<file path="config.mk">
export PLATFORM = sky130hd
export DESIGN_NAME = ahb_decoder
export DESIGN_NICKNAME = d
export VERILOG_FILES = /design/src/logic/soc_pkg.sv /design/src/logic/ahb_decoder.sv
export SDC_FILE = /design/constraint.sdc
export NUM_CORES = 1
export LEC_CHECK = 0
export BUFFER_PORTS_ARGS = -buffer_cell sky130_fd_sc_hd__buf_2
export CAP_MARGIN = 20
export CORE_AREA = 2 2 57 59
export CTS_CLUSTER_DIAMETER = 80
export DETAILED_ROUTE_END_ITERATION = 6
export DIE_AREA = 0 0 59 61
export GPL_TIMING_DRIVEN = 1
export MAX_ROUTING_LAYER = met4
export PLACE_DENSITY_LB_ADDON = 0.2
export SETUP_SLACK_MARGIN = 0.4
export SLEW_MARGIN = 25
export SYNTH_ARGS = -nofsm -noshare
export SYNTH_HDL_FRONTEND = slang
export SYNTH_SLANG_ARGS = --single-unit
</file>
<file path="constraint.sdc">
create_clock -name clk -period 2 [get_ports clk]
set_clock_uncertainty 0.15 [all_clocks]
set_input_delay 0.4 -clock clk [delete_from_list [all_inputs] [get_ports clk]]
set_output_delay 0.4 -clock clk [all_outputs]
set_load 0.02 [all_outputs]
</file>
<file path="src/logic/soc_pkg.sv">
`default_nettype none

package soc_pkg;

  // --------------------------------------------------
  // Bus words
  // --------------------------------------------------
  typedef logic [31:0] addr_t;
  typedef logic [31:0] data_t;
  typedef logic [7:0]  uart_byte_t;

  typedef enum logic [1:0] {
    IDLE   = 2'b00,
    BUSY   = 2'b01,
    NONSEQ = 2'b10,
    SEQ    = 2'b11
  } htrans_t;

  typedef enum logic [2:0] {
    BYTE = 3'b000,
    HALF = 3'b001,
    WORD = 3'b010
  } hsize_t;

  // Address phase, master to slave
  typedef struct packed {
    addr_t   haddr;
    htrans_t htrans;
    hsize_t  hsize;
    logic    hwrite;
  } ahb_req_t;

  // Data phase response, slave to master
  typedef struct packed {
    data_t hrdata;
    logic  hreadyout;
    logic  hresp;
  } ahb_rsp_t;

  typedef enum logic [1:0] {
    SEL_NONE,
    SEL_RAM,
    SEL_UART
  } slave_sel_t;

  // --------------------------------------------------
  // Memory map, regions picked by haddr[31:28]
  // --------------------------------------------------
  localparam addr_t      RAM_BASE      = 32'h2000_0000;
  localparam addr_t      UART_BASE     = 32'h4000_0000;
  localparam int         RAM_ADDR_W    = 10;
  localparam logic [3:0] UART_DATA_OFS = 4'h0;
  localparam logic [3:0] UART_STAT_OFS = 4'h4;

  // Serial timing, simulation rate
  localparam int UART_BAUD_DIV   = 16;
  localparam int BAUD_CNT_W      = $clog2(UART_BAUD_DIV);
  // Start, eight data bits, stop
  localparam int UART_FRAME_BITS = 10;

endpackage

`default_nettype wire

</file>
<file path="src/logic/ahb_decoder.sv">
`default_nettype none

module ahb_decoder (
  input  wire               clk,
  input  wire               RSTn,
  input  wire soc_pkg::ahb_req_t ahb_req,
  input  wire               hsel,
  input  wire               hready_in,
  output logic              ram_hsel,
  output logic              uart_hsel,
  input  wire soc_pkg::ahb_rsp_t ram_rsp,
  input  wire soc_pkg::ahb_rsp_t uart_rsp,
  output soc_pkg::ahb_rsp_t ahb_rsp
);
  import soc_pkg::*;

  slave_sel_t addr_sel;
  slave_sel_t data_sel;
  logic       live;

  // Region from the top nibble of the address phase
  always_comb begin
    addr_sel = SEL_NONE;
    if (hsel) begin
      if (ahb_req.haddr[31:28] == RAM_BASE[31:28]) begin
        addr_sel = SEL_RAM;
      end else if (ahb_req.haddr[31:28] == UART_BASE[31:28]) begin
        addr_sel = SEL_UART;
      end
    end
  end

  assign ram_hsel  = (addr_sel == SEL_RAM);
  assign uart_hsel = (addr_sel == SEL_UART);
  assign live      = (ahb_req.htrans == NONSEQ) || (ahb_req.htrans == SEQ);

  // Select carried into the data phase
  always_ff @(posedge clk or negedge RSTn) begin
    if (!RSTn) begin
      data_sel <= SEL_NONE;
    end else if (hready_in) begin
      data_sel <= live ? addr_sel : SEL_NONE;
    end
  end

  // Response mux, unmapped reads give zero
  always_comb begin
    case (data_sel)
      SEL_RAM:  ahb_rsp = ram_rsp;
      SEL_UART: ahb_rsp = uart_rsp;
      default:  ahb_rsp = '{hrdata: '0, hreadyout: 1'b1, hresp: 1'b0};
    endcase
  end

endmodule

`default_nettype wire

</file>
=== Word-level counts from Yosys, hierarchy flattened ===
Index checks and enable logic that the tools add are counted.

* Bits in registers: 2
* Bits of input ports: 110
* Output and inout bits: 36

* Eq/ne operators: 8
* Muxes and demuxes: 5
* Reductions and logical operators: 1

{| class="wikitable"
|+ Operator list
! cell !! number
|-
| case mux 34 bit (2 select lines) || 1
|-
| == test 2 bit, second input constant || 4
|-
| 2-to-1 mux 2 bit || 4
|-
| == test 2 x 1 -> 1 bit, second input constant || 2
|-
| == test 4 x 2 -> 1 bit, second input constant || 1
|-
| == test 4 x 3 -> 1 bit, second input constant || 1
|-
| logical OR 1 bit || 1
|}

=== Depth between registers and ports, before layout ===
* Word-level depth: 5
* Gate-level depth with buffers: 6

=== Least setup slack after synthesis ===
Ideal clock, no wire load.

* Kind: register to output
* From: register data_sel[0]
* To: output ahb_rsp[0] in the netlist's numbering
* Arrival: 1.298 ns
* Required time: 1.450 ns
* Slack: 0.152 ns
* Stages on the path, launching flop included: 6
* Buffers on the path: 2
* Cell sequence: dfrtp_1 inv_1 ha_1 buf_2 clkbuf_1 nor2_1

{| class="wikitable"
|+ RTL lines
! element !! RTL line !! source
|-
| start: declaration || ahb_decoder.sv:18 || <nowiki>slave_sel_t data_sel;</nowiki>
|-
| start signal: assignment || ahb_decoder.sv:42 || <nowiki>data_sel <= live ? addr_sel : SEL_NONE;</nowiki>
|-
| end: declaration || ahb_decoder.sv:13 || <nowiki>output soc_pkg::ahb_rsp_t ahb_rsp</nowiki>
|}

==> flow_summary.yaml <==
status:
  status: "finished with violations"
  violations: "negative setup slack"
sta:
  slew_violations: 0
  hold_viol: 0
  worst_pin_slew_ps: 204.7
  clock.fmax_mhz: 486.4
  fin_ws_ps: -56.09
  finalCritPeriodShare_pct: 102.8
  rsz0062_at_grt: "yes"
  slew_headroom_pct: 86.35
  min_period_ps: 2056
  setup_viol: 7
  tns_ps: -102.1
layout:
  layout-drive-gt1-share_pct: 94.39
  fill_cells: 217
  area_delta_synth_final_pct: 258.6
  antenna_cells: 0
  top_regs: "data_sel x2"
  stdcell_count: 247
  layout.nets: 328
  final_util_pct: 71.27
  largest_register_ffs: 2
  seqCellArea_um2: 50.05
  regMostFlops: "data_sel"
  multi_input_area_um2: 893.4
clock_network:
  ctsRootBufferMaster: "clkbuf_4"
  insertion_delay_ps: 230
  cts_tree: "built"
  cts.sinks: 2
  max-clock-path-buffers: 2
  clk_pin_slew_ps: 30
  cts_buffers: 3
  htree_num_levels: 1
synth:
  yosys.area.top_type_share_pct: 42.22
  yosysUniqueCellTypes: 12
  synth_warnings: 0
  synthTopCellsByArea: "a22oi_1 (42%), nor2_1 (21%), dfrtp_1 (8.5%)"
  yosysTopAreaCell: "a22oi_1"
  synth_commonest_cells: "a22oi_1 (33), nor2_1 (33), buf_2 (9)"
  synthesis.nets: 204
  seq_area_frac_synth_pct: 8.529
  netlist_instances: 92
  synthArstFlopShare_pct: 100.0
  ys.flop_type: "dfrtp_1"
  syn_area_um2: 586.8
  synth_edf_count: 0
  yosys_register_bits: 2
  avgSynthCellArea_um2: 6.378
floorplanning:
  row_count: 20
  initial_utilization_pct: 19.87
  fp.coreArea_um2: 2953
  die_x_um: 59
  die_area_um2: 3599
  die_y_um: 61
  ios: 146
min_path:
  worstHoldPathType: "input port to flop"
  min_from: "hready_in"
  holdPathStages: 2
  holdPathEnd: "data_sel[0]$_DFFE_PN0P_"
worst_setup_path:
  worstPathRequired_ps: 1450
  path_max_fanout: 8
  r2r_cells: 4
  cp-end-kind: "primary output"
  worstSetupStartpointType: "flop"
  regToRegEndpoint: "data_sel[0]$_DFFE_PN0P_"
  crit_type: "flop to primary output"
  rrSetupSlack_ps: 920
  cp.arrival_ps: 1510
  rr_startpoint: "data_sel[0]$_DFFE_PN0P_"
detailed_routing:
  wl_met1_um: 1296
  viasPerCell: 5.036
  top_layer_used: "met4"
  wl_per_cell_um: 14.43
  firstDrtPassIters: 4
  met2WireLength_um: 1986
  route.vias.total: 1244
  wl_met3_um: 253
  drt_wl_total_um: 3564
  drt_iter0_markers: 36
  drcViolationCount: 0
  ant_nets: 0
power:
  totalPowerFinal_w: 0.0003060
  peakVddDrop_mv: 0.1803
  powerDensity_nw_per_um2: 145.4
  p_leak_nw: 0.8012
global_routing:
  globalRouteOverflowTotal: 0
  grt_pass1_wl_um: 4843
  grtUsageTotal_pct: 17.61
  grt_pass1_vias: 1175
  grt_max_degree: 19
  antenna_found_initial: 0
placed_design:
  dp_cells: 229
  pre_cts_ws_ps: -28.33
  io_buffers: 112
  place_hpwl_um: 2332
  place_congestion: 0.6694
job:
  drv_cap: 0
-- cell usage in the layout (no fill, tap or decap), drive strengths merged --
cell,count
dfrtp,2
dlygate4sd3,1
a22oi,33
or3b,1
buf,126
a221o,1
nor2,33
inv,2
ha,2
nor3b,2
nand4b,2
o22ai,2
clkbuf,7
-- worst max path at each step --
stage | startpoint | endpoint | slack (ps) | depth (start not counted)
finish | data_sel[1]$_DFFE_PN0P_ | ahb_rsp[1] | -60 | 5
global placement | data_sel[0]$_DFFE_PN0P_ | ahb_rsp[5] | 30 | 5
CTS | data_sel[0]$_DFFE_PN0P_ | ahb_rsp[1] | -60 | 5
floorplan | data_sel[1]$_DFFE_PN0P_ | ahb_rsp[1] | 310 | 3
detailed placement | data_sel[0]$_DFFE_PN0P_ | ahb_rsp[10] | -30 | 5
global route | data_sel[0]$_DFFE_PN0P_ | ahb_rsp[1] | -100 | 5
-- critical path: stages (launching register included) --
cell and delay (ps):
dfrtp_1 400, inv_2 70, ha_4 200, buf_12 150
a221o_1 310, buf_6 140
-- cell type report --
class	count	area share, %
inverter	2	0.3567
timing repair buffer	131	51.78
multi-input combinational	76	42.45
tap	33	1.962
clock buffer	3	1.070
sequential	2	2.378
-- layer usage --
| metal | track usage, % | vias up |
|---|---|---|
| met4 | 3.247 | 0 |
| met2 | 35.08 | 68 |
| met1 | 18.22 | 577 |
| met5 | - | - |
| met3 | 2.559 | 5 |
| li1 | - | 594 |
-- stage by stage --
step | cell area (um^2) | hold slack [ps]
detailed placement | 1623 | 40.07
CTS | 1947 | 244.4
floorplan | 1101 | -45.59
global route | 2105 | 277.9
global placement | 1623 | 37.13
finish | 2105 | 260.5
-- cells by family (layout without fill, tap and decap cells) --
family          Yosys count  in the layout  synth area share, %
compound gates           36             36                46.06
simple gates             38             38                30.28
flops                     2              2                8.529
buf+inv                  14            136                10.87
fa+ha+maj                 2              2                4.264
-- report_power, final --
| part | internal, W | leakage [nW] | switching (W) |
|---|---|---|---|
| clock network | 0.0000664 | 0.0138 | 0.0000265 |
| registers | 0.0000413 | 0.0278 | 0.000000689 |
| logic | 0.0000941 | 0.760 | 0.0000770 |
| total | 0.000202 | 0.801 | 0.000104 |
-- what timing repair did --
action / 4_1_cts / 5_1_grt
pin swaps: 18 / 6
setup buffers: 6 / 2
gates resized for setup: 63 / 10
gates cloned: 1 / 5
setup endpoints to repair: 36 / 36
hold buffers: 1 / 0
hold endpoints to repair: 2 / 0
Power figures use the tool's default switching activity.
