$ cat src/logic/soc_pkg.sv
`default_nettype none

package soc_pkg;

  // --------------------------------------------------
  // Bus words
  // --------------------------------------------------
  typedef logic [31:0] addr_t;
  typedef logic [31:0] data_t;
  typedef logic [7:0]  uart_byte_t;

  typedef enum logic [1:0] {
    IDLE   = 2'b00,
    BUSY   = 2'b01,
    NONSEQ = 2'b10,
    SEQ    = 2'b11
  } htrans_t;

  typedef enum logic [2:0] {
    BYTE = 3'b000,
    HALF = 3'b001,
    WORD = 3'b010
  } hsize_t;

  // Address phase, master to slave
  typedef struct packed {
    addr_t   haddr;
    htrans_t htrans;
    hsize_t  hsize;
    logic    hwrite;
  } ahb_req_t;

  // Data phase response, slave to master
  typedef struct packed {
    data_t hrdata;
    logic  hreadyout;
    logic  hresp;
  } ahb_rsp_t;

  typedef enum logic [1:0] {
    SEL_NONE,
    SEL_RAM,
    SEL_UART
  } slave_sel_t;

  // --------------------------------------------------
  // Memory map, regions picked by haddr[31:28]
  // --------------------------------------------------
  localparam addr_t      RAM_BASE      = 32'h2000_0000;
  localparam addr_t      UART_BASE     = 32'h4000_0000;
  localparam int         RAM_ADDR_W    = 10;
  localparam logic [3:0] UART_DATA_OFS = 4'h0;
  localparam logic [3:0] UART_STAT_OFS = 4'h4;

  // Serial timing, simulation rate
  localparam int UART_BAUD_DIV   = 16;
  localparam int BAUD_CNT_W      = $clog2(UART_BAUD_DIV);
  // Start, eight data bits, stop
  localparam int UART_FRAME_BITS = 10;

endpackage

`default_nettype wire

$ cat src/logic/uart_baud_gen.sv
`default_nettype none

module uart_baud_gen (
  input  wire  clk,
  input  wire  RSTn,
  input  wire  bps_en,
  output logic bit_tick
);
  import soc_pkg::*;

  logic [BAUD_CNT_W-1:0] cnt;

  // Free count over one bit period, held at zero when idle
  always_ff @(posedge clk or negedge RSTn) begin
    if (!RSTn) begin
      cnt <= '0;
    end else if (!bps_en) begin
      cnt <= '0;
    end else if (cnt == BAUD_CNT_W'(UART_BAUD_DIV - 1)) begin
      cnt <= '0;
    end else begin
      cnt <= cnt + 1'b1;
    end
  end

  // Tick at the middle of the period
  assign bit_tick = bps_en && (cnt == BAUD_CNT_W'(UART_BAUD_DIV / 2 - 1));

endmodule

`default_nettype wire

$ cat src/logic/uart_rx.sv
`default_nettype none

module uart_rx (
  input  wire                  clk,
  input  wire                  RSTn,
  input  wire                  rxd,
  input  wire                  bit_tick,
  output logic                 bps_en,
  output logic                 rx_valid,
  output soc_pkg::uart_byte_t  rx_data
);
  import soc_pkg::*;

  logic                       rxd_q1;
  logic                       rxd_q2;
  logic                       rxd_q3;
  logic                       busy;
  logic [3:0]                 bit_cnt;
  logic [UART_FRAME_BITS-1:0] shift_q;
  logic                       start_edge;
  logic                       last_bit;

  // Synchronizer, third stage only for the edge
  always_ff @(posedge clk or negedge RSTn) begin
    if (!RSTn) begin
      rxd_q1 <= 1'b1;
      rxd_q2 <= 1'b1;
      rxd_q3 <= 1'b1;
    end else begin
      rxd_q1 <= rxd;
      rxd_q2 <= rxd_q1;
      rxd_q3 <= rxd_q2;
    end
  end

  assign start_edge = !busy && rxd_q3 && !rxd_q2;
  assign last_bit   = bit_cnt == 4'(UART_FRAME_BITS - 1);

  always_ff @(posedge clk or negedge RSTn) begin
    if (!RSTn) begin
      busy     <= 1'b0;
      bit_cnt  <= '0;
      rx_valid <= 1'b0;
    end else begin
      rx_valid <= 1'b0;
      if (start_edge) begin
        busy    <= 1'b1;
        bit_cnt <= '0;
      end else if (busy && bit_tick) begin
        if (last_bit) begin
          busy    <= 1'b0;
          bit_cnt <= '0;
          // start sample still one place up, stop sample arriving now
          rx_valid <= !shift_q[1] && rxd_q2;
        end else begin
          bit_cnt <= bit_cnt + 1'b1;
        end
      end
    end
  end

  // Samples enter at the top, LSB ends up low
  always_ff @(posedge clk) begin
    if (busy && bit_tick) begin
      shift_q <= {rxd_q2, shift_q[UART_FRAME_BITS-1:1]};
    end
  end

  assign rx_data = shift_q[UART_FRAME_BITS-2:1];
  assign bps_en  = busy;

endmodule

`default_nettype wire

$ cat src/logic/uart_tx.sv
`default_nettype none

module uart_tx (
  input  wire                      clk,
  input  wire                      RSTn,
  input  wire                      tx_start,
  input  wire soc_pkg::uart_byte_t tx_data,
  input  wire                      bit_tick,
  output logic                     bps_en,
  output logic                     tx_busy,
  output logic                     txd
);
  import soc_pkg::*;

  logic                       busy;
  logic [3:0]                 bit_cnt;
  logic [UART_FRAME_BITS-1:0] frame_q;
  logic                       txd_q;

  // Line changes on each tick, one extra tick closes the stop bit
  always_ff @(posedge clk or negedge RSTn) begin
    if (!RSTn) begin
      busy    <= 1'b0;
      bit_cnt <= '0;
      txd_q   <= 1'b1;
    end else if (tx_start && !busy) begin
      busy    <= 1'b1;
      bit_cnt <= '0;
    end else if (busy && bit_tick) begin
      if (bit_cnt == 4'(UART_FRAME_BITS)) begin
        busy    <= 1'b0;
        bit_cnt <= '0;
      end else begin
        txd_q   <= frame_q[0];
        bit_cnt <= bit_cnt + 1'b1;
      end
    end
  end

  // Frame shifter, backfilled with idle level
  always_ff @(posedge clk) begin
    if (tx_start && !busy) begin
      frame_q <= {1'b1, tx_data, 1'b0};
    end else if (busy && bit_tick) begin
      frame_q <= {1'b1, frame_q[UART_FRAME_BITS-1:1]};
    end
  end

  assign txd     = txd_q;
  assign tx_busy = busy;
  assign bps_en  = busy;

endmodule

`default_nettype wire

$ cat src/logic/ahb_uart.sv
`default_nettype none

module ahb_uart (
  input  wire               clk,
  input  wire               RSTn,
  input  wire soc_pkg::ahb_req_t ahb_req,
  input  wire               hsel,
  input  wire               hready,
  input  wire soc_pkg::data_t    hwdata,
  output soc_pkg::ahb_rsp_t ahb_rsp,
  input  wire               rxd,
  output logic              txd,
  output logic              rx_irq
);
  import soc_pkg::*;

  logic       live;
  logic       wr_q;
  logic [3:0] ofs_q;
  data_t      rdata;
  uart_byte_t rx_byte;
  uart_byte_t rx_data_q;
  logic       rx_valid;
  logic       tx_start;
  logic       tx_busy;
  logic       bps_en_rx;
  logic       bps_en_tx;
  logic       bit_tick;

  assign live = hsel && hready &&
                ((ahb_req.htrans == NONSEQ) || (ahb_req.htrans == SEQ));

  // --------------------------------------------------
  // Register slave
  // --------------------------------------------------
  always_ff @(posedge clk or negedge RSTn) begin
    if (!RSTn) begin
      wr_q <= 1'b0;
    end else if (hready) begin
      wr_q <= live && ahb_req.hwrite;
    end
  end

  always_ff @(posedge clk) begin
    if (live) begin
      ofs_q <= ahb_req.haddr[3:0];
    end
  end

  // Writes during a frame are dropped
  assign tx_start = wr_q && hready && (ofs_q == UART_DATA_OFS) && !tx_busy;

  always_ff @(posedge clk) begin
    if (rx_valid) begin
      rx_data_q <= rx_byte;
    end
  end

  always_comb begin
    case (ofs_q)
      UART_DATA_OFS: rdata = {24'd0, rx_data_q};
      UART_STAT_OFS: rdata = {31'd0, tx_busy};
      default:       rdata = '0;
    endcase
  end

  assign ahb_rsp = '{hrdata: rdata, hreadyout: 1'b1, hresp: 1'b0};
  assign rx_irq  = rx_valid;

  // --------------------------------------------------
  // Serial side
  // --------------------------------------------------
  uart_baud_gen u_baud (
    .clk      (clk),
    .RSTn     (RSTn),
    .bps_en   (bps_en_rx | bps_en_tx),
    .bit_tick (bit_tick)
  );

  uart_rx u_rx (
    .clk      (clk),
    .RSTn     (RSTn),
    .rxd      (rxd),
    .bit_tick (bit_tick),
    .bps_en   (bps_en_rx),
    .rx_valid (rx_valid),
    .rx_data  (rx_byte)
  );

  uart_tx u_tx (
    .clk      (clk),
    .RSTn     (RSTn),
    .tx_start (tx_start),
    .tx_data  (hwdata[7:0]),
    .bit_tick (bit_tick),
    .bps_en   (bps_en_tx),
    .tx_busy  (tx_busy),
    .txd      (txd)
  );

endmodule

`default_nettype wire

$ cat config.mk
export PLATFORM = sky130hd
export DESIGN_NAME = ahb_uart
export DESIGN_NICKNAME = d
export VERILOG_FILES = /design/src/logic/soc_pkg.sv /design/src/logic/uart_baud_gen.sv /design/src/logic/uart_rx.sv /design/src/logic/uart_tx.sv /design/src/logic/ahb_uart.sv
export SDC_FILE = /design/constraint.sdc
export NUM_CORES = 1
export LEC_CHECK = 0
export BUFFER_PORTS_ARGS = -buffer_cell sky130_fd_sc_hd__buf_2
export CAP_MARGIN = 0
export CORE_ASPECT_RATIO = 0.75
export CORE_MARGIN = 1.5
export CORE_UTILIZATION = 45
export CTS_CLUSTER_SIZE = 14
export DETAILED_ROUTE_END_ITERATION = 10
export HOLD_SLACK_MARGIN = 0.06
export MAX_ROUTING_LAYER = met4
export PLACE_DENSITY = 0.79
export SETUP_SLACK_MARGIN = 0.2
export SLEW_MARGIN = 15
export SYNTH_ARGS = -nofsm -noshare
export SYNTH_HDL_FRONTEND = slang
export SYNTH_SLANG_ARGS = --single-unit
$ cat constraint.sdc
create_clock -name clk -period 1.97 [get_ports clk]
set_input_delay 0.0985 -clock clk [delete_from_list [all_inputs] [get_ports clk]]
set_output_delay 0.0985 -clock clk [all_outputs]
set_load 0.005 [all_outputs]
Yosys cells after proc, flatten, opt, wreduce, memory -nomap -nowiden

Cells that the tools add are included.

Output and inout bits: 36
Logic and storage cells: 75
Flip-flop bits (word level): 51
Input bits: 75

Bitwise operators: 3
Multiplexer cells: 20
Equal/unequal tests: 7
Reduce and logical (&&, ||, !) cells: 26
$add $sub $neg: 3

Operators with widths:

| kind                                                            | count |
|---|---|
| 4-bit 2-to-1 mux                                                | 8 |
| 9-bit 2-to-1 mux                                                | 2 |
| 8-bit one-hot mux with 2 select lines                           | 1 |
| 1-bit logical AND                                               | 13 |
| 4-bit by 1-bit adder with 4-bit output, second input constant   | 3 |
| 4-bit == test, second input constant                            | 3 |
| 1-bit 2-to-1 mux                                                | 9 |
| 4-bit by 3-bit == test with 1-bit output, second input constant | 2 |
| 2-bit nonzero test                                              | 4 |
| 2-bit == test, second input constant                            | 2 |
| 1-bit zero test                                                 | 4 |
| 4-bit zero test                                                 | 1 |
| 2-bit AND reduction                                             | 2 |
| 3-bit AND reduction                                             | 1 |
| 1-bit inverter                                                  | 2 |
| 1-bit logical OR                                                | 1 |
| 1-bit bitwise OR                                                | 1 |

Depth between registers and ports, before layout

Depth in word-level cells: 6
Depth in mapped cells: 6
Mapped depth without buffers: 5

Cells and area by module

From an unflattened synthesis, not the netlist that was laid out.

Cells, all modules: 179
Area total of the unflattened synthesis: 2323.5 um^2

Modules (own cells, without submodules):

| module        | instances | sequential area each (um^2) | cells each | area each (um^2) |
|---|---|---|---|---|
| uart_rx       | 1         | 499.2                       | 51         | 725.7 |
| ahb_uart      | 1         | 385.4                       | 56         | 713.2 |
| uart_tx       | 1         | 411.6                       | 55         | 704.4 |
| uart_baud_gen | 1         | 100.1                       | 17         | 180.2 |

Least setup slack after synthesis

OpenSTA, ideal clock, no wires.

Path type: register to register
Start: reg u_baud.cnt[0]
End: reg u_rx.bit_cnt[3]
Data required time: 1.871 ns
Path slack: 0.374 ns
Path buffers: 1
Arrival: 1.497 ns
Stages on the path, launching flop included: 7
Period minus slack after synthesis: 1.596 ns
Cells stage by stage: dfrtp_1 -> ha_1 -> clkbuf_2 -> nand4b_1 -> inv_1 -> a41oi_1 -> a311oi_1

Longest elaborated chain between the ends: 4

Ends and longest elaborated chain:

| element                                  | RTL line            | RTL |
|---|---|---|
| start: declaration                       | uart_baud_gen.sv:11 | `logic [BAUD_CNT_W-1:0] cnt;` |
| start signal: assignment                 | uart_baud_gen.sv:22 | `cnt <= cnt + 1'b1;` |
| 4-bit by 3-bit == test with 1-bit output | uart_baud_gen.sv:27 | `assign bit_tick = bps_en && (cnt == BAUD_CNT_W'(UART_BAUD_DIV / 2 - 1));` |
| 1-bit logical AND                        | uart_baud_gen.sv:27 |  |
| 1-bit logical AND                        | uart_rx.sv:49       | `end else if (busy && bit_tick) begin` |
| 2-bit nonzero test (no source line)      | --                  |  |
| end signal: assignment                   | uart_rx.sv:56       | `bit_cnt <= bit_cnt + 1'b1;` |
| end: declaration                         | uart_rx.sv:18       | `logic [3:0] bit_cnt;` |

Every way passes these cells.
A chain may end at the register's enable or synchronous reset.

Final worst setup path

Start: reg u_baud.cnt[0]
End: reg u_tx.txd_q, in the netlist u_tx.txd

Longest elaborated chain between the ends: 4

Ends and longest elaborated chain:

| element                                  | RTL line            | RTL |
|---|---|---|
| 4-bit by 3-bit == test with 1-bit output | uart_baud_gen.sv:27 |  |
| 1-bit logical AND                        | uart_baud_gen.sv:27 |  |
| 1-bit logical AND                        | uart_tx.sv:29       | `end else if (busy && bit_tick) begin` |
| 3-bit AND reduction (no source line)     | --                  |  |
| end signal: assignment                   | uart_tx.sv:34       | `txd_q <= frame_q[0];` |
| end: declaration                         | uart_tx.sv:18       | `logic txd_q;` |

Every way passes these cells.

==> summary.md <==
| Metric | Value |
|---|---|
| Finished Layout Cells | `265` |
| Initial Util | `48.4%` |
| Post-Route WL | `3.50 mm` |
| GPL Wtd Cong | `0.804` |
| Antenna Violating Nets Remaining | `0` |
| Antenna violations before repair | `0` |
| Sequential fraction of the synthesis area | `62.7%` |
| CP Launch Type | `flip-flop` |
| Minimum clock period | `between 1.5 and 2 ns` |
| Die Y | `63.9 um` |
| GR Overflow Total | `0` |
| Synth Flop Type | `edfxtp_1` |
| CP Data Arrival Time | `between 1.5 and 2 ns` |
| Die area | `5380 um^2` |
| Fmax | `approximately 600 MHz` |
| Antenna cells | `0` |
| Residual DRC | `0` |
| Yosys reg bits | `50` |
| Seq pwr share | `between 50% and 60%` |
| Post CTS Setup Buffer Count | `0` |
| Area share of xor/xnor cells in the synthesized design | `0.393%` |
| Ys async rst share | `40.0%` |
| Status | `finished clean` |
| CTS Buf Count | `5` |
| Vias/cell | `about 4.8` |
| Total Routing Usage GR | `between 10 and 15%` |
| Via count | `1279` |
| Fin crit share | `84.5%` |
| Synth unique cells | `44` |
| First-pass GRT wire length | `5.85 mm` |
| Setup TNS | `0 ns` |
| Mapped Area | `about 2200 um^2` |
| Leakage | `approximately 1.1 nW` |
| Unrepaired setup endpoints after global routing | `false` |
| Combinational share of power | `6.0%` |
| Share of cells above drive strength 1 | `26.4%` |
| # H-tree levels | `2` |
| Vias in the first global route | `1244` |
| Largest family of logic cells by synthesized area | `buffers and inverters` |
| Clk network pwr share | `36.8%` |
| Mean post-synth cell area | `13.3 um^2` |
| Synthesis-to-finish area growth | `13.5%` |
| Worst reg-to-reg setup slack | `~0.31 ns` |
| Die Span X | `between 80 and 90 um` |
| Placed wire-length estimate | `between 2 and 3 mm` |
| Yosys warns | `0` |
| Setup ws final | `~0.31 ns` |
| WHS | `0.0739 ns` |
| P_sw | `0.438 mW` |
| Switching Fraction | `between 20% and 30%` |
| TritonCTS clock tree | `built` |
| Crit Path Max Fanout | `10` |
| Clock buffer depth | `2` |
| Synth Area in Compound Gates | `roughly 10%` |
| CTS Root Cell | `clkbuf_8` |
| # setup viols final | `0` |
| Core Area | `4600 um^2` |
| Pin count of the biggest net entering global routing | `21` |
| Fin nets | `287` |
| IO Port Bufs | `28` |
| Maxcap violations | `0` |
| Row cnt | `21` |
| IO Count | `111` |
| Synth Instances | `167` |
| Clk_lat worst skew | `0.31 ns` |
| Clock transition at the registers of the reported paths | `0.10 ns` |
| WL/cell | `13.2 um` |
| First drt pass iteration count | `4` |
| Sink Count | `50` |
| Worst Hold Class | `in -> reg` |
| Number of flops mapped to enable cells by yosys | `29` |
| Internal power | `1.61 mW` |
| Hold Vio Cnt, Final | `0` |
| Max-slew violations | `0` |
| Clk_skew | `about 0.012 ns` |
| Placed cells | `250` |
| VDD IR max | `0.339 mV` |
| Mux cell area share after synthesis | `less than 1%` |
| Nature of the critical path endpoint | `flip-flop` |
| Power per standard cell area | `811 nW/um^2` |
| CP Data Required Time | `~2.2 ns` |
| Simple-Gate Fraction of Synth Area | `a little under an eighth` |
| Post-Synth Adder-Cell Area | `under 10%` |
| Crit Path Class | `reg -> reg` |
| Pre-CTS setup slack | `0.271 ns` |
| Initial drt markers | `121` |
-- through the flow --
step	utilization [%]	total power, mW	cell area (um^2)
after global placement	50.7	1.30	2330
after CTS	54.9	2.07	2520
after detailed placement	50.7	1.31	2330
after global routing	55.0	2.15	2530
after floorplan	-	1.30	2320
final	55.0	2.05	2530
-- flip-flops by register name, indices dropped and copies added, names as in the netlist --
signal	flops
u_rx.rxd_q2	1
u_tx.bps_en	1
u_rx.rxd_q3	1
rx_data_q	8
ofs_q	4
u_tx.frame_q	9
u_rx.rx_valid	1
u_rx.bit_cnt	4
u_tx.bit_cnt	4
u_rx.shift_q	9
u_rx.rxd_q1	1
u_tx.txd	1
u_rx.bps_en	1
u_baud.cnt	4
wr_q	1
-- critical path: stages (launching register included) --
cell     delay, ns
dfrtp_1       0.42
ha_2          0.28
and4b_1       0.30
buf_4         0.20
nand2_1       0.10
mux2_2        0.28
-- path summary, 6_finish.rpt --
kind	startpoint	end	cells past startpoint
worst min-delay path	hwdata[2]	u_tx.frame_q[3]	2
min in group asynchronous	RSTn	u_baud.cnt[1]	2
worst max register to register	u_baud.cnt[0]	u_tx.txd	5
worst min register to register	u_rx.rxd_q1	u_rx.rxd_q2	0
max in group asynchronous	RSTn	u_rx.rxd_q2	2
worst max-delay path	u_baud.cnt[0]	u_tx.txd	5
-- layout by cell type, fill, tap and decap left out, drive strengths merged, types with 2 or more instances in the layout --
cell type,count
nand4b,4
o21ai,7
nand3b,3
edfxtp,29
nor4,2
ha,5
conb,26
a21oi,5
nor2,2
inv,10
dlygate4sd3,7
and2,7
clkbuf,6
buf,32
dfrtp,16
a311oi,2
dfstp,4
nand2,7
nand3,4
a22o,8
-- cells in the mapped netlist, drive strengths merged (2+ instances only) --
library cell | n | area [um^2]
nand2 | 7 | 26.3
ha | 5 | 62.6
nand4b | 4 | 35.0
dfrtp | 16 | 400
nand3b | 3 | 22.5
inv | 9 | 33.8
nor2 | 2 | 7.51
and2 | 7 | 43.8
nor4 | 2 | 27.5
a22o | 8 | 78.8
dfstp | 4 | 105
o21ai | 7 | 35.0
a311oi | 2 | 17.5
conb | 2 | 7.51
buf | 29 | 219
edfxtp | 29 | 871
a21oi | 5 | 25.0
nand3 | 4 | 20.0
-- layout make-up --
cell class                      instances  area (um^2)
Inverter                                9         33.8
Multi-Input combinational cell        102          664
Clock inverter                          2         38.8
Clock buffer                            6         82.6
Sequential cell                        50         1400
Tap cell                               57         71.3
Fill cell                             400         2070
Timing Repair Buffer                   39          240
-- per-layer routing --
layer | track usage (%) | part of all wire (%) | vias to the layer above
met2 | 20.8 | 46 | 38
met1 | 20.0 | 49 | 604
met5 | - | 0 | -
met4 | 4.92 | 1.3 | 0
li1 | - | - | 631
met3 | 3.88 | 4.4 | 6
-- cell families (layout without fill, tap and decap cells) --
logic type | count (synthesis) | in the layout
simple gates | 38 | 38
compound gates | 30 | 30
xor+xnor | 1 | 1
other cells | 2 | 26
buf+inv | 39 | 56
fa+ha+maj | 5 | 5
mux | 2 | 2
flops | 50 | 50
-- power groups by stage --
stage / clock network (mW) / logic (mW) / registers [mW]
4_1_cts: 0.771 / 0.124 / 1.17
3_5_place_dp: 0 / 0.114 / 1.20
2_1_floorplan: 0 / 0.110 / 1.19
6_report: 0.754 / 0.123 / 1.17
5_1_grt: 0.822 / 0.146 / 1.18
3_3_place_gp: 0 / 0.108 / 1.19
-- what timing repair did --
| item | in CTS | in global routing |
|---|---|---|
| hold endpoints to repair | 22 | 0 |
| endpoints found under the setup margin | 0 | 12 |
| hold buffers | 7 | 0 |
| resized for setup | 0 | 1 |
Power figures use the tool's default switching activity.
